--- src/hw/tage_pkg.sv ---
package tage_pkg;

	// tagged banks, bank 0 has the shortest history
	localparam int bank_count = 4;

	// global history bits folded into each bank
	localparam int hist_len [bank_count] = '{8, 16, 32, 64};

	// tagged prediction counter, msb is the direction
	typedef logic [2:0] ctr_t;

	// useful counter of a tagged entry
	typedef logic [1:0] u_t;

	// bimodal base counter
	typedef logic [1:0] base_ctr_t;

	// counter values written on allocation
	localparam ctr_t ctr_weak_taken = 3'd4;
	localparam ctr_t ctr_weak_not_taken = 3'd3;

	// base counters come out of reset weak not-taken
	localparam base_ctr_t base_ctr_reset = 2'd1;

	// branch type of a resolved branch, only br_cond trains
	typedef enum logic [1:0] {
		br_cond,
		br_jump,
		br_call,
		br_ret
	} br_type_e;

endpackage
--- src/hw/tage_bank.sv ---
`timescale 1ns/1ps

module tage_bank import tage_pkg::*; #(
	parameter int set_width = 7,
	parameter int tag_width = 8
) (
	input  logic                 clk,
	input  logic                 arst_n,
	input  logic                 en,
	input  logic [set_width-1:0] lookup_index,
	input  logic [tag_width-1:0] lookup_tag,
	input  logic                 we,
	input  logic                 u_we,
	input  logic                 alloc,
	input  logic [set_width-1:0] update_index,
	input  logic [tag_width-1:0] update_tag,
	input  ctr_t                 new_ctr,
	input  u_t                   new_u,
	output logic                 hit,
	output ctr_t                 ctr,
	output u_t                   u
);
	localparam int depth = 1 << set_width;

	logic [depth-1:0]     valid_q;
	logic [tag_width-1:0] tag_mem [depth];
	ctr_t                 ctr_mem [depth];
	u_t                   u_mem [depth];

	logic                 rd_valid;
	logic [tag_width-1:0] rd_tag;
	logic [tag_width-1:0] lookup_tag_q;
	ctr_t                 rd_ctr;
	u_t                   rd_u;

	always_ff @(posedge clk or negedge arst_n) begin
		if (!arst_n) begin
			valid_q <= '0;
			rd_valid <= 1'b0;
		end else begin
			if (en) begin
				rd_valid <= valid_q[lookup_index];
			end
			if (we && alloc) begin
				valid_q[update_index] <= 1'b1;
			end
		end
	end

	// read before write, a lookup at the update edge sees old data
	always_ff @(posedge clk) begin
		if (en) begin
			rd_tag <= tag_mem[lookup_index];
			rd_ctr <= ctr_mem[lookup_index];
			rd_u <= u_mem[lookup_index];
			lookup_tag_q <= lookup_tag;
		end
		if (we) begin
			ctr_mem[update_index] <= new_ctr;
		end
		if (we && alloc) begin
			tag_mem[update_index] <= update_tag;
		end
		if (u_we || (we && alloc)) begin
			u_mem[update_index] <= new_u;
		end
	end

	assign hit = rd_valid && (rd_tag == lookup_tag_q);
	// empty slots report zero so they look free for allocation
	assign ctr = rd_valid ? rd_ctr : '0;
	assign u = rd_valid ? rd_u : '0;

	// allocation comes only with a write from the update logic
	a_alloc_has_we: assert property (@(posedge clk) disable iff (!arst_n) alloc |-> we);

endmodule

--- config.mk ---
export PLATFORM = sky130hd
export DESIGN_NAME = tage_bank
export DESIGN_NICKNAME = d
export VERILOG_FILES = /design/src/hw/tage_pkg.sv /design/src/hw/tage_bank.sv
export SDC_FILE = /design/constraint.sdc
export NUM_CORES = 2
export LEC_CHECK = 0
export BUFFER_PORTS_ARGS = -buffer_cell sky130_fd_sc_hd__buf_2
export CAP_MARGIN = 5
export CORE_ASPECT_RATIO = 2
export CORE_MARGIN = 8
export CORE_UTILIZATION = 54
export DETAILED_ROUTE_END_ITERATION = 7
export MAX_ROUTING_LAYER = met4
export PLACE_DENSITY_LB_ADDON = 0.25
export REMOVE_ABC_BUFFERS = 1
export SYNTH_ARGS = -nofsm -noshare
export SYNTH_HDL_FRONTEND = slang
export SYNTH_SLANG_ARGS = --single-unit
--- constraint.sdc ---
create_clock -name clk -period 4.86 [get_ports clk]
set_clock_uncertainty 0.2 [all_clocks]
set_input_delay 0.243 -clock clk [delete_from_list [all_inputs] [get_ports clk]]
set_output_delay 0.243 -clock clk [all_outputs]
set_load 0.01 [all_outputs]
==> impl_metrics.ini <==
[clock_network]
cts-root-buf = clkbuf_16
clock_sinks = 1814
clkTransAtPathRegs_ns = 0.07
cts_resized = 0
clk-insertion-delay-late_ns = 0.77
cts_made_buffers = 150
cts_setup_buffers = 0
cts_tree = done
clockBufferDepth = 3
h-tree-depth = 4

[final_layout]
finish.net_count = 3740
fin_area_mm2 = 0.0785
layout-drive-gt1-share = 0.258
utilization = 0.606
area_growth_pct = 11.4
n_fill_cell = 9290

[worst_setup_path]
endpoint = rd_tag[7]$_DFFE_PP_
reg2reg_slack_ns = 1.81
crit_type = primary input to flip-flop
critPathRequiredTime_ns = 5.11
worstReg2RegEnd = rd_tag[1]$_DFFE_PP_
crit_family = compound AO/OA/AOI/OAI gates
critPathMaxFanout = 13
cp.depth = 5
rr_worst_depth = 5
end_kind = flip-flop
timing.rr.start = tag_mem[87][1]$_DFFE_PP_
max_stage_delay_ns = 1.36
crit_chain = dlygate4sd3_1, buf_2, nand3b_1, o21ai_0, nor4_1
crit_path_start_kind = primary input
crit_path_start = lookup_index[6]
critPathBufInv = 2
slowest_stage = o21ai_0
cp.arrival_ns = 3.41

[synthesis]
ys_ff_latch = 1814
yosysWarnings = 0
synth_top_cell_by_area = edfxtp_1
synth.cell_area_mm2 = 0.0704
synth_common_cells = edfxtp_1 (1685), mux4_2 (439), nor2_1 (395)
synth.most_common_cell = edfxtp_1
ys_types = 43
syn_area_per_cell_um2 = 19.9
synth-seq-area-share = 0.764
synth_flop_cell = edfxtp_1
syn_inst = 3541
async_reset_ff_frac = 0.0711
synthTopCellsByArea = edfxtp_1 (72%), mux4_2 (14%), dfrtp_1 (4.6%)
synth_edf_count = 1685
synth_top_area_frac = 0.718

[die]
fp.dieArea_mm2 = 0.143
die_x_um = 271
die_h_um = 527
start_util = 0.543
num_rows = 187
coreArea_mm2 = 0.130
ios = 47

[timing]
rsz0062_at_grt = false
slew_headroom = 0.0513
worst_pin_slew_ns = 1.41
period_needed_ns = 3.16
drv_slew = 0
finalSetupViolCount = 0
fin_setup_tns_ns = 0
fmax_mhz = 317
hold_viol_final = 0
fin_crit_sh = 0.650

[route]
route.vias.total = 35092
maxUsedRoutingLayer = met4
wl_per_cell_um = 31.5
wl_met3_um = 9090
dr.pass1.iters = 5
wl_met1_um = 59400
drc = 0
final_antenna_net_count = 0
routed_wl_um = 174000
routed_via_density = 6.34
dr_wl_met2_um = 96100
drtIter0Drc = 3071

[run]
drv_cap = 0

[hold_path]
min_path_type = primary input to flip-flop

[global_routing]
gr-total-overflow = 0
grt_pass1_vias = 37140
grt_pass1_wl_um = 252000
grt_start_max_net_pins = 129
antenna_found_initial = 5
grt_usage = 0.251

[outcome]
status = finished, final reports clean

[placed_design]
portBuffers = 46
place_hpwl_um = 111000
place.gp.congestion = 0.840
postPlaceCellArea_mm2 = 0.0732

[power]
power_per_cell_area_mw_per_mm2 = 396
ir_worst_vdd_uv = 363
cellLeakagePower_nw = 25.4
==> flip-flops by register name, indices dropped and copies added (netlist names) <==
register / cells
valid_q: 128
tag_mem: 1024
rd_ctr: 3
rd_valid: 1
lookup_tag_q: 8
rd_tag: 8
u_mem: 256
ctr_mem: 384
rd_u: 2
==> area by class of cell <==
class	instances	area, um^2	area share
flip-flops and latches	1814	53800	0.686
repair buffers	229	1990	0.0253
well taps	1701	2130	0.0271
multi-input cells	1501	15600	0.199
clock buffers	202	4160	0.0530
inverters	3	11.3	0.000143
clock inverters	75	728	0.00928
diodes	7	17.5	0.000223
==> cells by family (layout without fill, tap and decap cells) <==
kind of cell	count (synthesis)	after routing	synth area share
flops	1814	1814	0.764
simple gates	735	735	0.0469
mux	462	462	0.144
compound gates	296	296	0.0298
buf+inv	226	509	0.0144
xor+xnor	8	8	0.000995
other cells	0	7	0
==> power breakdown <==
group	internal, W	switching, W
clock network	0.00668	0.00543
logic	0.000630	0.00107
registers	0.0172	0.0000844
==> worst min-delay path: stages <==
cell,delay (ns)
buf_2,0.15
nand3_1,0.34
nor2_1,0.16
==> placed cells by master (no fill, tap or decap), drive strengths merged, types with 69 or more instances in the layout <==
cell type	synthesis	final
or2	129	129
nand2	91	91
dfrtp	129	129
nand3	69	69
nor2	395	395
buf	109	195
a22oi	213	213
clkbuf	114	202
mux4	439	439
edfxtp	1685	1685
==> per-layer routing <==
metal	global-route usage	vias to the layer above
li1	-	14635
met1	0.276	18800
met2	0.446	1330
met3	0.0330	327
met4	0.121	0
met5	-	-
==> metrics by stage <==
step                      cells  total power [W]  hold WS [ns]  setup WS (ns)
after detailed placement   5213           0.0193         0.215          0.926
after global routing       5529           0.0319         0.137           1.72
final                      5532           0.0311         0.120           1.70
after floorplan            3318           0.0183        -0.253        -0.0767
after global placement     5211           0.0193         0.212          0.782
after CTS                  5525           0.0313        0.0731           1.75
==> worst min path at each step <==
stage / endpoint / start / depth (start not counted)
after floorplan: rd_valid$_DFFE_PN0P_ / arst_n / 0
after global placement: valid_q[91]$_DFFE_PN0P_ / arst_n / 1
after detailed placement: valid_q[91]$_DFFE_PN0P_ / arst_n / 1
after CTS: ctr_mem[58][2]$_DFFE_PP_ / update_index[4] / 3
after global routing: ctr_mem[57][2]$_DFFE_PP_ / update_index[4] / 3
final: ctr_mem[58][2]$_DFFE_PP_ / update_index[4] / 3
==> what timing repair did <==
item                                    in CTS  in global routing
hold buffers                                35                  0
hold endpoints to repair                  1015                  0
endpoints found under the setup margin       0                  0
No activity file was read; power rests on OpenSTA's default activity.
