**config.mk**
```make
export PLATFORM = sky130hd
export DESIGN_NAME = tage_base
export DESIGN_NICKNAME = d
export VERILOG_FILES = /design/src/hw/tage_pkg.sv /design/src/hw/tage_base.sv
export SDC_FILE = /design/constraint.sdc
export NUM_CORES = 2
export LEC_CHECK = 0
export BUFFER_PORTS_ARGS = -buffer_cell sky130_fd_sc_hd__buf_2
export CORE_UTILIZATION = 55
export CTS_BUF_LIST = sky130_fd_sc_hd__clkbuf_2
export DETAILED_ROUTE_END_ITERATION = 16
export GPL_TIMING_DRIVEN = 0
export PLACE_DENSITY = 0.74
export REMOVE_ABC_BUFFERS = 1
export SYNTH_ARGS = -nofsm -noshare
export SYNTH_HDL_FRONTEND = slang
export SYNTH_SLANG_ARGS = --single-unit
```
**constraint.sdc**
```tcl
create_clock -name clk -period 1.6 [get_ports clk]
set_input_delay 0 -clock clk [delete_from_list [all_inputs] [get_ports clk]]
set_output_delay 0 -clock clk [all_outputs]
set_load 0.1 [all_outputs]
```
**src/hw/tage_pkg.sv**
```systemverilog
package tage_pkg;

	// tagged banks, bank 0 has the shortest history
	localparam int bank_count = 4;

	// global history bits folded into each bank
	localparam int hist_len [bank_count] = '{8, 16, 32, 64};

	// tagged prediction counter, msb is the direction
	typedef logic [2:0] ctr_t;

	// useful counter of a tagged entry
	typedef logic [1:0] u_t;

	// bimodal base counter
	typedef logic [1:0] base_ctr_t;

	// counter values written on allocation
	localparam ctr_t ctr_weak_taken = 3'd4;
	localparam ctr_t ctr_weak_not_taken = 3'd3;

	// base counters come out of reset weak not-taken
	localparam base_ctr_t base_ctr_reset = 2'd1;

	// branch type of a resolved branch, only br_cond trains
	typedef enum logic [1:0] {
		br_cond,
		br_jump,
		br_call,
		br_ret
	} br_type_e;

endpackage
```
**src/hw/tage_base.sv**
```systemverilog
`timescale 1ns/1ps

module tage_base import tage_pkg::*; #(
	parameter int base_width = 9
) (
	input  logic        clk,
	input  logic        arst_n,
	input  logic        en,
	input  logic [31:0] lookup_pc,
	input  logic        we,
	input  logic [31:0] update_pc,
	input  base_ctr_t   new_ctr,
	output base_ctr_t   ctr
);
	localparam int depth = 1 << base_width;

	base_ctr_t             ctr_mem [depth];
	logic [base_width-1:0] lookup_index;
	logic [base_width-1:0] update_index;

	function automatic logic [base_width-1:0] fold_pc(input logic [31:0] a);
		return a[base_width+1:2] ^ a[2*base_width+1:base_width+2];
	endfunction

	assign lookup_index = fold_pc(lookup_pc);
	assign update_index = fold_pc(update_pc);

	always_ff @(posedge clk or negedge arst_n) begin
		if (!arst_n) begin
			for (int i = 0; i < depth; i++) begin
				ctr_mem[i] <= base_ctr_reset;
			end
			ctr <= base_ctr_reset;
		end else begin
			if (en) begin
				ctr <= ctr_mem[lookup_index];
			end
			if (we) begin
				ctr_mem[update_index] <= new_ctr;
			end
		end
	end

endmodule

```
==> impl_metrics.yaml <==
synth:
  yosysWarningCount: 0
  yosys.cell_count.top_type: "mux2_2"
  post-synth-top-area-cell: "dfstp_2"
  synth_sequential_area_ratio_pct: 53.1
  synth_edf_count: 0
  syn-cell-area_mm2: 0.0496
  ys.flop_type: "dfstp_2"
  synthArstFlopShare_pct: 100
  synth_cell_types: 21
  ys_top_cells_by_area: "dfstp_2 27%, dfrtp_1 26%, mux2_2 23%"
  netlist_top_cells_count: "1024 x mux2_2, 826 x nand2_1, 539 x nor2_1"
  syn_area_per_cell_um2: 11.0
  yosysTopAreaCellShare_pct: 27.2
  netlist_instances: 4502
  ys_seq_elements: 1026
sta:
  finalWorstPathRequiredPeriod_ns: 2.67
  final_critical_path_setup_slack_ns: -1.07
  finalHoldWorstSlack_ns: -1.49
  finalCritPeriodShare_pct: 167
  finalClockSkew_ns: 0.0862
  setup_violations: 462
  timing.final.max_slew_violations: 18
  timing_worst_slew_pin_value_ns: 1.53
  slew-limit-headroom_pct: -2.36
  fmax_mhz: 375
  timing.final.hold_violations: 1143
  rsz_0062_raised_after_global_routing: "yes"
power_and_ir_drop:
  power.share.switching_pct: 30.5
  power.sequential.fraction_pct: 51.4
  power.share.combinational_pct: 14.9
  power_switching_mw: 16.8
  power_density_mw_per_mm2: 998
  power.leakage_nw: 23.6
  power_frac_clock_pct: 33.6
  internal-power_mw: 38.4
  max-vdd-ir-drop_mv: 0.747
placement:
  hpwl_mm: 77.1
  buffer_ports.inserted: 43
  finalWeightedCongestion: 0.784
  dp_slack_ns: -2.69
critical_path:
  crit-reg2reg-launch: "ctr_mem[222]"
  critPathBufInv: 0
  worstSetupEndpointType: "flip-flop"
  timing.critical_path.arrival_ns: 4.08
  crit_type: "reg2reg"
  worst-r2r-setup-slack_ns: -1.07
  crit_path_start: "ctr_mem[222]"
  critical_path_required_ns: 3.01
  path_max_fanout: 2
  timing.critical_path.max_delay_family: "compound AO/OA/AOI/OAI gates"
  cpMaxStageDelayCell: "o41ai_1"
  setup.worst_path.start_class: "flip-flop"
  cp_cell_sequence: "nand2_1, a32oi_1, a31oi_1, o41ai_1, nand4_1, o22a_1, a31oi_1"
  cpPeakStageDelay_ns: 0.74
  most_common_cell_on_crit_path: "a31oi_1"
floorplanning:
  rows: 109
  placeableCoreArea_mm2: 0.0888
  floorplan.io_pins: 72
  floorplan.initialDensity_pct: 55.8
  fp.dieH_um: 302
  fp.dieArea_mm2: 0.0913
  dieWidth_um: 302
clock_tree:
  tritoncts.num_buffers: 276
  cts.reportedPaths.clkPinSlew_ns: 0.12
  worst_skew_pair.late_latency_ns: 1.47
  clockBufferDepth: 4
  h_tree_depth: 5
  cts_tree: "built"
  clock_sinks: 1026
  root_cell_of_the_clock_tree: "clkbuf_2"
run:
  max_cap_viol_count: 2
detailed_routing:
  drt_pass1_iterations: 6
  remaining_drcs: 0
  drt.antenna.violating_nets: 0
  post_drt_wl_per_cell_um: 23.0
  drt_iter0_drc: 3689
  vias_per_cell: 6.13
  final_routed_wirelength_across_all_metal_layers_mm: 138
  vias: 36700
grt:
  antenna_found_initial: 4
  grt_pass1_vias: 37300
  grt_usage_pct: 29.7
  grt_first_pass_wirelength_mm: 210
  grt_max_degree: 165
  global_route.overflow_total: 0
cells_and_area:
  multi_input_comb_area_mm2: 0.0223
  final_net_count: 4691
  filler_cell_count: 6991
  syn2layout_area_growth_pct: 11.6
  finish.utilization_pct: 62.3
  drive_gt1_share_pct: 45.7
  final-seq-area_mm2: 0.0263
worst_hold_path:
  hold_class: "in2async"
status:
  outcome: "complete, but fails checks"
  violations: "hold timing, capacitance limit, slew limit, setup timing"
[sequential cells by signal, summed over array words and instances (netlist names)]
signal	flops
ctr_mem	1024
ctr	2
[stage by stage]
stage	instances	hold WS (ns)	cell area [um2]	TNS [ns]	power (mW)
after floorplan	4142	-0.296	48200	-114.85	33.0
after global placement	5350	0.203	49900	-	35.8
after detailed placement	5436	0.0953	51800	-1388.20	36.4
after CTS	5956	-1.52	54800	-46.71	55.1
after global routing	5986	-1.49	55300	-136.91	57.5
final	5990	-1.49	55300	-158.42	55.2
[cell usage in the layout (no fill, tap or decap), types with 5 or more instances in the layout]
| cell | instances |
|---|---|
| mux2_2 | 1024 |
| nand2_1 | 801 |
| nor2_1 | 522 |
| dfstp_2 | 513 |
| dfrtp_1 | 513 |
| clkbuf_2 | 435 |
| nand3_1 | 256 |
| a31oi_1 | 129 |
| mux2i_1 | 127 |
| a32oi_1 | 125 |
| dlygate4sd3_1 | 50 |
| buf_12 | 50 |
| buf_2 | 38 |
| clkinv_1 | 26 |
| buf_16 | 22 |
| o41ai_1 | 20 |
| buf_8 | 20 |
| xnor2_1 | 16 |
| xor2_1 | 15 |
| nand2_2 | 14 |
| o41ai_2 | 12 |
| buf_4 | 12 |
| nor2_2 | 10 |
| diode_2 | 8 |
| nand4_1 | 8 |
| nor2_4 | 7 |
| inv_2 | 7 |
| nand2_4 | 6 |
| nand2_8 | 5 |
| buf_6 | 5 |
[logic make-up (layout without fill, tap and decap cells)]
group / after synthesis / in the layout / share of synthesized area [%]
buffers and inverters: 360 / 674 / 2.82
xor gates and xnor gates: 34 / 34 / 0.616
AOI/OAI and AO/OA: 294 / 294 / 4.54
muxes: 1152 / 1152 / 25.8
DFF: 1026 / 1026 / 53.1
and+or+nand+nor: 1636 / 1637 / 13.1
other: 0 / 8 / 0
[worst paths after layout]
check,to,cells past startpoint
max in group asynchronous,ctr_mem[139],4
setup reg to reg,ctr[0],7
setup / recovery,ctr[0],7
min in group clk,ctr_mem[149],7
hold reg to reg,ctr_mem[113],1
hold / removal,ctr_mem[213],1
[power groups by stage]
stage	Combinational [mW]	Clock, mW	Sequential [mW]
global placement	7.04	0	28.7
floorplan	4.26	0	28.7
CTS	7.84	18.8	28.4
finish	8.25	18.6	28.4
detailed placement	7.61	0	28.8
global route	8.72	20.2	28.6
[final cells by class]
cell class	count	share of cell area, %
timing repair buffer	200	5.02
clock inverter	39	0.459
antenna	8	0.0362
sequential	1026	47.6
multi-input combinational	3117	40.4
clock buffer	435	3.94
tap	1165	2.63
[metal layers]
layer | vias to the layer above | wire, um | track usage (%)
li1 | 16100 | - | -
met1 | 18600 | 59300 | 41.9
met2 | 1610 | 61100 | 44.5
met3 | 401 | 12100 | 5.95
met4 | 2 | 5160 | 12.9
met5 | - | 13 | 0
[repair_timing]
item	CTS	global route
hold buffers	45	16
resized for setup	17	50
hold endpoints to repair	1698	1296
cloned	0	1
pin swaps	18	16
endpoints found under the setup margin	4	964
buffers inserted	1	11
(Power assumes the default switching activity.)
