File: src/hw/tage_pkg.sv
package tage_pkg;

	// tagged banks, bank 0 has the shortest history
	localparam int bank_count = 4;

	// global history bits folded into each bank
	localparam int hist_len [bank_count] = '{8, 16, 32, 64};

	// tagged prediction counter, msb is the direction
	typedef logic [2:0] ctr_t;

	// useful counter of a tagged entry
	typedef logic [1:0] u_t;

	// bimodal base counter
	typedef logic [1:0] base_ctr_t;

	// counter values written on allocation
	localparam ctr_t ctr_weak_taken = 3'd4;
	localparam ctr_t ctr_weak_not_taken = 3'd3;

	// base counters come out of reset weak not-taken
	localparam base_ctr_t base_ctr_reset = 2'd1;

	// branch type of a resolved branch, only br_cond trains
	typedef enum logic [1:0] {
		br_cond,
		br_jump,
		br_call,
		br_ret
	} br_type_e;

endpackage
File: src/hw/tage_update.sv
`timescale 1ns/1ps

module tage_update import tage_pkg::*; (
	input  logic                    update,
	input  br_type_e                upd_type,
	input  logic                    upd_taken,
	input  logic                    upd_pred,
	input  logic [bank_count-1:0]   upd_provider,
	input  ctr_t [bank_count-1:0]   upd_ctr,
	input  u_t [bank_count-1:0]     upd_u,
	input  base_ctr_t               upd_base_ctr,
	output logic [bank_count-1:0]   bank_we,
	output logic [bank_count-1:0]   bank_u_we,
	output logic [bank_count-1:0]   bank_alloc,
	output ctr_t [bank_count-1:0]   bank_new_ctr,
	output u_t [bank_count-1:0]     bank_new_u,
	output logic                    base_we,
	output base_ctr_t               base_new_ctr
);
	logic                  train;
	logic                  alt_pred;
	logic                  mispred;
	logic                  use_alt_differs;
	logic                  do_alloc;
	logic                  no_free;
	logic                  seen;
	logic [bank_count-1:0] above;
	logic [bank_count-1:0] free;

	function automatic ctr_t ctr_step(input ctr_t c, input logic up);
		if (up) begin
			return (c == 3'd7) ? c : c + 3'd1;
		end
		return (c == 3'd0) ? c : c - 3'd1;
	endfunction

	function automatic logic [1:0] sat2_step(input logic [1:0] c, input logic up);
		if (up) begin
			return (c == 2'd3) ? c : c + 2'd1;
		end
		return (c == 2'd0) ? c : c - 2'd1;
	endfunction

	assign train = update && (upd_type == br_cond);
	assign alt_pred = upd_base_ctr[1];
	assign mispred = upd_pred != upd_taken;
	assign use_alt_differs = upd_pred != alt_pred;

	assign base_we = train;
	assign base_new_ctr = sat2_step(upd_base_ctr, upd_taken);

	// banks above the provider, all banks when nothing hit
	always_comb begin
		seen = ~|upd_provider;
		above = '0;
		free = '0;
		for (int j = 0; j < bank_count; j++) begin
			above[j] = seen;
			free[j] = seen && (upd_u[j] == 2'd0);
			if (upd_provider[j]) begin
				seen = 1'b1;
			end
		end
	end

	// top bank as provider has nowhere longer to go
	assign do_alloc = train && mispred && !upd_provider[bank_count-1];
	assign no_free = do_alloc && (free == '0);
	assign bank_alloc = do_alloc ? (free & (~free + 1'b1)) : '0;

	always_comb begin
		for (int j = 0; j < bank_count; j++) begin
			bank_we[j] = train && (upd_provider[j] || bank_alloc[j]);
			if (bank_alloc[j]) begin
				bank_new_ctr[j] = upd_taken ? ctr_weak_taken : ctr_weak_not_taken;
			end else begin
				bank_new_ctr[j] = ctr_step(upd_ctr[j], upd_taken);
			end
			bank_u_we[j] = (train && upd_provider[j] && use_alt_differs) || (no_free && above[j]);
			if (bank_alloc[j]) begin
				bank_new_u[j] = '0;
			end else if (upd_provider[j]) begin
				bank_new_u[j] = sat2_step(upd_u[j], !mispred);
			end else begin
				// aging when no bank could take the entry
				bank_new_u[j] = sat2_step(upd_u[j], 1'b0);
			end
		end
	end

	always_comb begin
		a_alloc_onehot: assert final ($onehot0(bank_alloc));
		a_we_cond_only: assert final (!(|{bank_we, bank_u_we, base_we}) || train);
	end

endmodule

File: config.mk
export PLATFORM = sky130hd
export DESIGN_NAME = tage_update
export DESIGN_NICKNAME = d
export VERILOG_FILES = /design/src/hw/tage_pkg.sv /design/src/hw/tage_update.sv
export SDC_FILE = /design/constraint.sdc
export NUM_CORES = 1
export LEC_CHECK = 0
export ABC_AREA = 0
export ABC_CLOCK_PERIOD_IN_PS = 3600
export BUFFER_PORTS_ARGS = -buffer_cell sky130_fd_sc_hd__buf_2
export CELL_PAD_IN_SITES_DETAIL_PLACEMENT = 1
export CELL_PAD_IN_SITES_GLOBAL_PLACEMENT = 1
export CORE_ASPECT_RATIO = 0.9
export CORE_MARGIN = 8
export CORE_UTILIZATION = 30
export DETAILED_ROUTE_END_ITERATION = 10
export GPL_ROUTABILITY_DRIVEN = 0
export PLACE_DENSITY_LB_ADDON = 0.1
export SETUP_SLACK_MARGIN = 0.1
export SLEW_MARGIN = 20
export SYNTH_ARGS = -nofsm -noshare
export SYNTH_HDL_FRONTEND = slang
export SYNTH_SLANG_ARGS = --single-unit
File: constraint.sdc
create_clock -name vclk -period 3.6
set_input_delay 0.9 -clock vclk [all_inputs]
set_output_delay 0.9 -clock vclk [all_outputs]
set_load 0.03 [all_outputs]
==> impl_metrics.yaml <==
global_route:
  antenna_found_initial: 0
  grt_pass1_vias: 1547
  grt-ovfl-total: 0
  grt_max_degree: 31
  grt.total_usage_pct: 13.9
  grt_pass1_wl_um: 6960
pwr:
  power_density_nw_per_um2: 146
  p_leak_nw: 0.919
  max-vdd-ir-drop_v: 0.0000617
floorplan:
  die_height_um: 73.2
  initial_utilization_pct: 31.9
  die_area_sq_um: 5830
  ioPinCount: 66
  fp.dieW_um: 79.6
  core_area_sq_um: 3430
  row_count: 20
synthesis:
  yosysSeqAreaShare_pct: 0
  synth_top_area_share_pct: 18.3
  yosysTopAreaCell: "ha_1"
  postSynthCellCount: 161
  syn_area_sq_um: 1090
  synth_area_per_cell_sq_um: 6.78
  yosys-top-cells-area: "ha_1, inv_1, nand2_1"
  synth.distinct_cells: 42
  syn_nets: 208
  synth_warnings: 0
sta:
  max_slew_margin_pct: 62.9
  slew_violations: 0
  finalSetupViolations: 0
  holdWs_ns: 2.16
  rsz0062_at_grt: "true"
  fin_crit_ns: 3.48
  post-route-period-util_pct: 96.7
  max_freq_ghz: 0.287
  tns_ns: 0
  worstMarginPinSlew_ns: 0.553
  hold_viol: 0
detailed_routing:
  viasPerCell: 5.05
  wl_per_cell_um: 15.0
  vias: 1424
  dr.pass1.iters: 2
  dr.first_iter.drc_count: 22
  ant_nets: 0
  routed_wl_um: 4220
  drc_errors: 0
final_layout:
  seq_area_sq_um: 0
  nets: 287
  clkbuf_count: 0
  drive_gt1_share_pct: 45.4
  seq_cells: 0
  diodes: 0
  area_delta_synth_final_pct: 61.9
clock_network:
  ctsHoldBuffers: 0
worst_setup_path:
  worstPathRequired_ns: 2.70
  worst_ep_arrival_time_ns: 2.58
  crit_type: "in -> out"
  end_kind: "output pin"
  crit_fanout: 5
  crit_path_start_kind: "input port"
  crit_path_start: "upd_provider[2]"
hold_path:
  holdPathStages: 3
  min_from: "upd_u[0]"
  hp-class: "in -> out"
  holdPathEnd: "bank_new_u[0]"
placement:
  io_buffers: 66
  hpwl_um: 3590
outcome:
  status: "complete, no violations"
run:
  maxCapViolCount: 0
[worst max-delay path: stages]
cell and delay, ns:
buf_6 0.09, or3_4 0.38, or4_4 0.49, nor3b_4 0.19, buf_6 0.13, o31a_1 0.26
buf_6 0.14
[routing by layer]
| layer | up-vias | GRT usage (%) | part of all wire [%] |
|---|---|---|---|
| li1 | 709 | - | - |
| met1 | 681 | 14.7 | 40 |
| met2 | 34 | 28.6 | 55 |
| met3 | 0 | 2.46 | 5.5 |
| met4 | 0 | 0 | 0 |
| met5 | - | 0 | 0 |
[worst max-delay path by stage]
stage                                  to  slack (ns)
after floorplan              bank_u_we[0]       -0.03
after global placement    bank_new_ctr[7]       -0.03
after detailed placement  bank_new_ctr[7]       -0.11
after CTS                 bank_new_ctr[1]        0.06
after global routing         bank_u_we[0]        0.07
final                     bank_new_ctr[4]        0.12
[layout make-up]
type	count	area (sq um)
fill	451	1660
multi-input combinational	130	1060
timing repair buffer	84	554
inverter	24	95.1
tap	44	55.1
[synth_stat cells (all sizes together) (2+ instances only)]
master / instances
buf: 3
o221ai: 2
xnor2: 7
maj3: 5
nor3: 3
nand2b: 2
or3: 4
nor2b: 2
o21ai: 20
a21oi: 2
nand2: 20
ha: 16
a21o: 2
o31a: 5
o31ai: 4
nand3: 3
nor2: 12
inv: 24
mux2i: 5
clkbuf: 4
[placed cells by master (no fill, tap or decap), types with 2 or more instances in the layout]
cell,netlist,layout
buf_2,1,50
inv_1,23,23
buf_4,0,21
nand2_1,20,20
ha_1,16,16
buf_6,2,13
nor2_1,11,10
o21ai_0,15,10
xnor2_1,7,7
o21ai_1,5,6
o31a_1,5,5
mux2i_1,5,5
maj3_1,5,5
o21ai_2,0,4
or3_4,0,3
nor3_1,2,2
nor2b_1,2,2
nand3_1,2,2
o221ai_2,0,2
nand2b_1,2,2
o31ai_2,0,2
a21o_1,2,2
[report_power, final]
group          total [W]  switching [W]  internal (W)
Clock                  0              0             0
Combinational   0.000258       0.000153      0.000105
Sequential             0              0             0
Total           0.000258       0.000153      0.000105
[timing repair]
item / in CTS / in global routing
buffers inserted: 2 / 3
gates resized for setup: 28 / 10
setup endpoints to repair: 16 / 16
pin swaps: 9 / 5
[cell families after synthesis]
logic type / after synthesis / synth area share (%)
fa+ha+maj: 21 / 22.9
xor+xnor: 8 / 6.41
simple gates: 52 / 26.1
mux: 5 / 4.58
buf+inv: 31 / 12.4
compound gates: 44 / 27.6
[per-stage QoR]
step                utilization, %  area, sq um  total power (W)  setup slack [ns]  std cells
global placement              46.5         1590         0.000225           -0.0276        277
CTS                           49.7         1700         0.000255            0.0564        279
global route                  51.6         1770         0.000278            0.0703        282
floorplan                        -         1150         0.000154           -0.0269        161
detailed placement            46.5         1590         0.000234            -0.109        277
finish                        51.6         1770         0.000258             0.118        282
(Power assumes the default switching activity.)
