## config.mk

```make
export PLATFORM = sky130hd
export DESIGN_NAME = tage_hash
export DESIGN_NICKNAME = d
export VERILOG_FILES = /design/src/hw/tage_hash.sv
export SDC_FILE = /design/constraint.sdc
export NUM_CORES = 1
export LEC_CHECK = 0
export BUFFER_PORTS_ARGS = -buffer_cell sky130_fd_sc_hd__buf_4
export CORE_MARGIN = 2
export CORE_UTILIZATION = 17
export DETAILED_ROUTE_END_ITERATION = 7
export PLACE_DENSITY_LB_ADDON = 0.15
export SYNTH_ARGS = -nofsm -noshare
export SYNTH_HDL_FRONTEND = slang
export SYNTH_SLANG_ARGS = --single-unit
```

## constraint.sdc

```tcl
create_clock -name vclk -period 0.8
set_input_delay 0.08 -clock vclk [all_inputs]
set_output_delay 0.08 -clock vclk [all_outputs]
set_load 0.03 [all_outputs]
```

## src/hw/tage_hash.sv

```systemverilog
`timescale 1ns/1ps

module tage_hash #(
	parameter int set_width = 7,
	parameter int tag_width = 8,
	parameter int hist_bits = 8
) (
	input  logic [31:0]          pc,
	input  logic [63:0]          ghist,
	output logic [set_width-1:0] index,
	output logic [tag_width-1:0] tag
);
	logic [29:0]          pc_word;
	logic [29:0]          pc_mix;
	logic [set_width-1:0] fold_i;
	logic [tag_width-1:0] fold_t1;
	logic [tag_width-2:0] fold_t2;

	// fold history into chunks of each width
	always_comb begin
		fold_i = '0;
		fold_t1 = '0;
		fold_t2 = '0;
		for (int i = 0; i < hist_bits; i++) begin
			fold_i[i % set_width] ^= ghist[i];
			fold_t1[i % tag_width] ^= ghist[i];
			fold_t2[i % (tag_width - 1)] ^= ghist[i];
		end
	end

	// instructions are word aligned
	assign pc_word = pc[31:2];
	assign pc_mix = pc_word ^ (pc_word >> set_width);

	assign index = pc_mix[set_width-1:0] ^ fold_i;
	// second fold shifted by one so history bits do not cancel in the tag
	assign tag = pc_mix[set_width +: tag_width] ^ fold_t1 ^ {fold_t2, 1'b0};

endmodule

```

==> results.yml, run 1 <==
final_layout:
  nNetsFinal: 178
  layout_common_cells: "buf_4 (23), buf_6 (19), xnor2_2 (16)"
  flops_and_latches: 0
  area_delta_synth_final_pct: 275
  clkbuf_count: 0
  final_cell_area_mm2: 0.00110
  drive_above_1_share_pct: 97.5
  nFillCells: 115
  regArea_um2: 0
  layout.cells.non_filler: 96
  n_antenna_cell: 0
  final_common_cell: "buf_4"
  post-route-util_pct: 70.4
sta:
  min_period_over_period_pct: 115
  hold_viol: 0
  layout_setup_ws_ps: -122
  maxSlewViolCount: 0
  tightest_slew_ps: 213
  fin_crit_ps: 922
  slew_headroom_pct: 85.7
  fmax_mhz: 1090
  fin_hold_ws_ps: 446
  setup_viol: 3
  grt_setup_unrepaired: "yes"
drt:
  drtIter0Drc: 2
  vias: 401
  firstDrtPassIters: 2
  wire_per_inst_um: 12.9
  antenna_left: 0
  route.detailed.drc: 0
  routed_wl_um: 1240
  vias_per_cell: 4.18
floorplanning:
  fp.coreArea_mm2: 0.00156
  dieArea_mm2: 0.00207
  ios: 111
  rows: 14
  die_w_um: 45.5
  dieHeight_um: 45.5
  start_util_pct: 18.8
yosys:
  synth_warnings: 0
  synth_seq_area_share_pct: 0
  netlist_area_um2: 293
  yosysTopAreaCell: "xnor2_1"
  yosysUniqueCellTypes: 4
  avgSynthCellArea_um2: 9.44
  yosys-top-cells-area: "xnor2_1 (63%), xor2_1 (24%), xnor3_1 (7.7%)"
  synth_top_area_share_pct: 62.8
  synthCells: 31
  syn_nets: 127
setup_path:
  start_kind: "primary input"
  end_kind: "output port"
  worst-path-max-fanout: 2
  crit_type: "in -> out"
  cp_data_arrival_time_ps: 840
  cp.required_ps: 720
power_and_ir_drop:
  p_per_area_mw_per_mm2: 1170
  finalPower_mw: 1.29
  ir_worst_vdd_v: 0.000661
  cellLeakagePower_nw: 0.515
placed_design:
  place_area_um2: 806
  gp_congestion: 0.648
  place_hpwl_um: 882
  io_buffers: 45
  dp_cells: 98
run_status:
  violations: "setup timing"
  outcome: "finished with violations"
clock_tree:
  holdBufCountCts: 0
hold_path:
  worst_hold_path_type: "in -> out"
grt:
  grt_max_degree: 3
  grt_pass1_wl_um: 1860
  grt.overflow.total: 0
  first_global_vias: 431
  grt_usage_pct: 12.4
  antenna_found_initial: 0
job:
  drv_cap: 0
cell families (layout without fill, tap and decap cells):
kind of cell / after synthesis / after routing / synth area share, %
xor gates and xnor gates: 31 / 31 / 100
buffers and inverters: 0 / 49 / 0
final timing paths:
| check | start | end | cells past startpoint |
|---|---|---|---|
| setup / recovery | pc[10] | tag[1] | 4 |
| hold / removal | pc[3] | index[1] | 3 |
report_power, final:
group / total [mW] / switching [mW] / internal (mW)
combinational: 1.29 / 0.602 / 0.684
sequential: 0 / 0 / 0
clock: 0 / 0 / 0
total: 1.29 / 0.602 / 0.684
metal layers:
metal,routed length (µm),GRT usage (%),up-vias
li1,-,-,187
met1,304,12.4,180
met2,706,23.7,34
met3,224,6.35,0
met4,0,0,0
met5,0,0,-
what timing repair did:
action                     in CTS  in global routing
setup endpoints to repair      15                 14
gates cloned                    0                  0
resized for setup              41                 14
setup buffers                   2                  0
pin swaps                      16                 15
Yosys cell counts:
master   instances
xnor2_2          1
xor2_1           8
xnor2_1         21
xnor3_1          1
stage by stage:
stage	setup TNS (ps)	setup WS [ps]
2_1_floorplan	-186	-100
3_3_place_gp	-976	-223
3_5_place_dp	-1030	-223
4_1_cts	-297	-131
5_1_grt	-447	-155
6_report	-274	-122
worst max-delay path, stage by stage:
cell	delay (ps)
buf_8	100
xnor2_4	160
xnor3_2	350
buf_6	150
layout make-up:
cell class	instances	area, µm²	share of cell area (%)
multi-input cells	31	576	52.5
well taps	16	20.0	1.82
repair buffers	49	502	45.7
Note: power is estimated with default switching activity, not from simulation.
==> run 2: changes to the inputs <==
--- a/config.mk
+++ b/config.mk
@@ -6,10 +6,13 @@
 export NUM_CORES = 1
 export LEC_CHECK = 0
 export BUFFER_PORTS_ARGS = -buffer_cell sky130_fd_sc_hd__buf_4
+export CELL_PAD_IN_SITES_DETAIL_PLACEMENT = 1
+export CELL_PAD_IN_SITES_GLOBAL_PLACEMENT = 1
 export CORE_MARGIN = 2
-export CORE_UTILIZATION = 17
+export CORE_UTILIZATION = 10
 export DETAILED_ROUTE_END_ITERATION = 7
 export PLACE_DENSITY_LB_ADDON = 0.15
+export REMOVE_ABC_BUFFERS = 1
 export SYNTH_ARGS = -nofsm -noshare
 export SYNTH_HDL_FRONTEND = slang
 export SYNTH_SLANG_ARGS = --single-unit
==> run 2 against run 1 <==
The run still ends with setup timing left; non-clock buffer count stayed put; sequential share of layout area stayed put; cell count is 16% higher; global-route usage is 6.1 points lower; maximum frequency hardly changed; combinational power is 7% lower; largest cell class unchanged.
==> results.yml, run 2 (same netlist as run 1, synthesis figures left out) <==
grt:
  grt.overflow.total: 0
  first_global_vias: 417
  antenna_found_initial: 0
  grt_max_degree: 3
  grt_usage_pct: 6.24
  grt_pass1_wl_um: 1700
final_layout:
  flops_and_latches: 0
  clkbuf_count: 0
  nFillCells: 304
  regArea_um2: 0
  multiInputGateArea_um2: 533
  n_antenna_cell: 0
  drive_above_1_share_pct: 87.5
  nNetsFinal: 178
  layout.cells.non_filler: 111
  post-route-util_pct: 38.9
  layout_common_cells: "buf_4 (22), buf_6 (20), xnor2_2 (9)"
  final_common_cell: "buf_4"
  final_cell_area_mm2: 0.00107
  area_delta_synth_final_pct: 266
setup_path:
  crit_slowest_cell: "xnor3_1"
  start_kind: "primary input"
  cp_top_family: "XOR/XNOR gates"
  cp-startpoint: "pc[10]"
  path_cells: "buf_8 > xnor2_4 > xnor3_1 > buf_6"
  crit_type: "in -> out"
  cp_data_arrival_time_ps: 840
  path_depth: 4
  worst-path-max-fanout: 2
  cpPeakStageDelay_ps: 330
  critical_path_buf_inv_count: 2
  end_kind: "output port"
  cp.required_ps: 720
job:
  drv_cap: 0
floorplanning:
  fp.coreArea_mm2: 0.00276
  ios: 111
  dieArea_mm2: 0.00338
  dieHeight_um: 58.1
  rows: 19
  die_w_um: 58.1
  start_util_pct: 10.6
hold_path:
  min-delay-start: "pc[5]"
  worst_hold_path_type: "in -> out"
  min_path_cells: 3
  worstHoldEndpoint: "index[3]"
placed_design:
  pre_cts_ws_ps: -181
  gp_congestion: 0.602
  dp_cells: 110
  io_buffers: 45
  place_hpwl_um: 900
  place_area_um2: 692
sta:
  grt_setup_unrepaired: "yes"
  fin_crit_ps: 922
  layout_setup_ws_ps: -122
  min_period_over_period_pct: 115
  slew_headroom_pct: 83.1
  maxSlewViolCount: 0
  tns_ps: -216
  fin_hold_ws_ps: 449
  setup_viol: 5
  tightest_slew_ps: 252
  hold_viol: 0
  fmax_mhz: 1080
power_and_ir_drop:
  ir_worst_vdd_v: 0.000612
  power.switching_uw: 568
  switching_share_pct: 47.5
  clkPwrFrac_pct: 0
  p_int_uw: 627
  finalPower_mw: 1.20
  power_frac_seq_pct: 0
  p_comb_share_pct: 100.0
  cellLeakagePower_nw: 0.477
  p_per_area_mw_per_mm2: 1110
drt:
  vias: 390
  wire_per_inst_um: 10.0
  routed_wl_um: 1110
  antenna_left: 0
  firstDrtPassIters: 1
  vias_per_cell: 3.51
  route.detailed.drc: 0
  drtIter0Drc: 0
run_status:
  outcome: "finished with violations"
  violations: "setup timing"
clock_tree:
  holdBufCountCts: 0
[run 2: cell counts in the layout (fill, tap and decap cells not counted)]
Identical to the previous run, type by type.
[run 2: timing repair]
item / 4_1_cts / 5_1_grt
setup endpoints to repair: 15 / 15
pin swaps: 12 / 21
setup buffers: 1 / 0
cloned: 0 / 0
resized for setup: 31 / 32
[run 2: how the worst max path moves through the flow]
stage / end / slack [ps]
6_report: tag[1] / -120
4_1_cts: tag[1] / -130
3_5_place_dp: tag[1] / -180
3_3_place_gp: tag[1] / -160
2_1_floorplan: index[6] / -100
5_1_grt: tag[1] / -150
[run 2: per-layer routing]
layer	part of all wire [%]	GRT usage [%]	vias to the layer above
li1	-	-	186
met1	30	7.35	177
met2	56	12.7	27
met3	13	0.670	0
met4	0	0	0
met5	0	0	-
[run 2: area by class of cell]
type | instances | area share (%)
well taps | 31 | 3.62
multi-input cells | 31 | 49.7
repair buffers | 49 | 46.7
[run 2: power groups by stage]
stage               Sequential, mW  Combinational (mW)  Clock [mW]
finish                           0                1.20           0
global route                     0                1.26           0
CTS                              0                1.08           0
detailed placement               0               0.904           0
global placement                 0               0.899           0
floorplan                        0               0.515           0
==> run 3: changes to the inputs <==
--- a/config.mk
+++ b/config.mk
@@ -11,7 +11,7 @@
 export CORE_MARGIN = 2
 export CORE_UTILIZATION = 10
 export DETAILED_ROUTE_END_ITERATION = 7
-export PLACE_DENSITY_LB_ADDON = 0.15
+export PLACE_DENSITY = 0.95
 export REMOVE_ABC_BUFFERS = 1
 export SYNTH_ARGS = -nofsm -noshare
 export SYNTH_HDL_FRONTEND = slang
==> run 3 against run 2 <==
Global-route usage increased by 0.78 points; critical path depth increased by 2; worst hold slack improved by 1.1 ps; worst setup slack got worse by 4.6 ps; non-clock buffer count increased by 3; the run still ends with setup timing left; critical path type unchanged; maximum frequency decreased by 0.50%; total power increased by 1.7%; first-iteration DRC count increased by 6; die area unchanged.
==> results.yml, run 3 (same netlist as run 1, synthesis figures left out) <==
run_status:
  outcome: "finished with violations"
  violations: "setup timing"
setup_path:
  path_cells: "buf_8 > xnor2_4 > buf_4 > buf_6 > xnor2_4 > buf_6"
  start_kind: "primary input"
  cp_data_arrival_time_ps: 850
  end_kind: "output port"
  crit_slowest_cell: "buf_6"
  worst-path-max-fanout: 2
  critical_path_buf_inv_count: 4
  worstSetupEndpoint: "index[1]"
  cpPeakStageDelay_ps: 150
  cp_top_family: "buffers and inverters"
  crit_type: "in -> out"
  cp-startpoint: "ghist[1]"
  path_depth: 6
  cp.required_ps: 720
final_layout:
  layout.cells.non_filler: 114
  n_antenna_cell: 0
  final_common_cell: "buf_4"
  area_delta_synth_final_pct: 271
  regArea_um2: 0
  flops_and_latches: 0
  final_cell_area_mm2: 0.00109
  post-route-util_pct: 39.4
  clkbuf_count: 0
  drive_above_1_share_pct: 86.7
  nNetsFinal: 181
  layout_common_cells: "buf_4 (27), buf_6 (18), xnor2_1 (8)"
grt:
  busiest_layer: "met2"
  grtUsageMet1_pct: 7.19
  grt_max_degree: 3
  antenna_found_initial: 0
  grt_usage_pct: 7.02
  first_global_vias: 471
  grt_util_met3_pct: 0.446
  grt_pass1_wl_um: 1910
  grt.met2_usage_pct: 15.7
  grt.overflow.total: 0
sta:
  setup_viol: 7
  fmax_mhz: 1080
  slew_headroom_pct: 83.1
  layout_setup_ws_ps: -127
  min_period_over_period_pct: 116
  grt_setup_unrepaired: "yes"
  tns_ps: -391
  tightest_slew_ps: 252
  maxSlewViolCount: 0
  fin_crit_ps: 927
  hold_viol: 0
drt:
  route.detailed.drc: 0
  antenna_left: 0
  drtIter0Drc: 6
  routed_wl_um: 1260
  vias_per_cell: 3.60
  firstDrtPassIters: 2
  vias: 410
  wire_per_inst_um: 11.1
power_and_ir_drop:
  ir_worst_vdd_v: 0.000637
  p_per_area_mw_per_mm2: 1120
  cellLeakagePower_nw: 0.486
floorplanning:
  ios: 111
  fp.coreArea_mm2: 0.00276
  die_w_um: 58.1
  rows: 19
  dieArea_mm2: 0.00338
  dieHeight_um: 58.1
  start_util_pct: 10.6
clock_tree:
  holdBufCountCts: 0
placed_design:
  dp_cells: 114
  place_area_um2: 722
  io_buffers: 45
  place_hpwl_um: 1050
  gp_congestion: 0.606
hold_path:
  worst_hold_path_type: "in -> out"
job:
  drv_cap: 0
## run 3: cell type report
class / instances / area [µm²]
fill: 278 / 1670
multi-input combinational: 31 / 537
tap: 31 / 38.8
timing repair buffer: 52 / 510
## run 3: repair_timing
action,in CTS,in global routing
pin swaps,22,15
endpoints found under the setup margin,15,13
gates resized for setup,44,16
buffers inserted,0,1
## run 3: through the flow
step	setup WS (ps)	hold WS, ps	total power [mW]
floorplan	-100	336	0.515
global placement	-195	456	0.915
detailed placement	-184	462	0.933
CTS	-142	449	1.12
global route	-157	462	1.27
finish	-127	450	1.22
## run 3: per-layer routing
metal | vias up | wire length, µm | part of all wire [%]
met5 | - | 0 | 0
met4 | 0 | 0 | 0
met3 | 0 | 165 | 13
met2 | 37 | 727 | 58
met1 | 181 | 371 | 29
li1 | 192 | - | -
## run 3: worst min-delay path by stage
stage,startpoint,endpoint,depth (start not counted)
5_1_grt,pc[6],index[4],3
4_1_cts,pc[3],index[1],3
2_1_floorplan,pc[8],index[6],1
6_report,pc[6],index[4],3
3_3_place_gp,pc[8],index[6],3
3_5_place_dp,pc[4],index[2],3
## run 3: where the power goes
part	switching (mW)	internal, mW	leakage, nW
Clock	0	0	0
Sequential	0	0	0
Combinational	0.578	0.638	0.486
Total	0.578	0.638	0.486
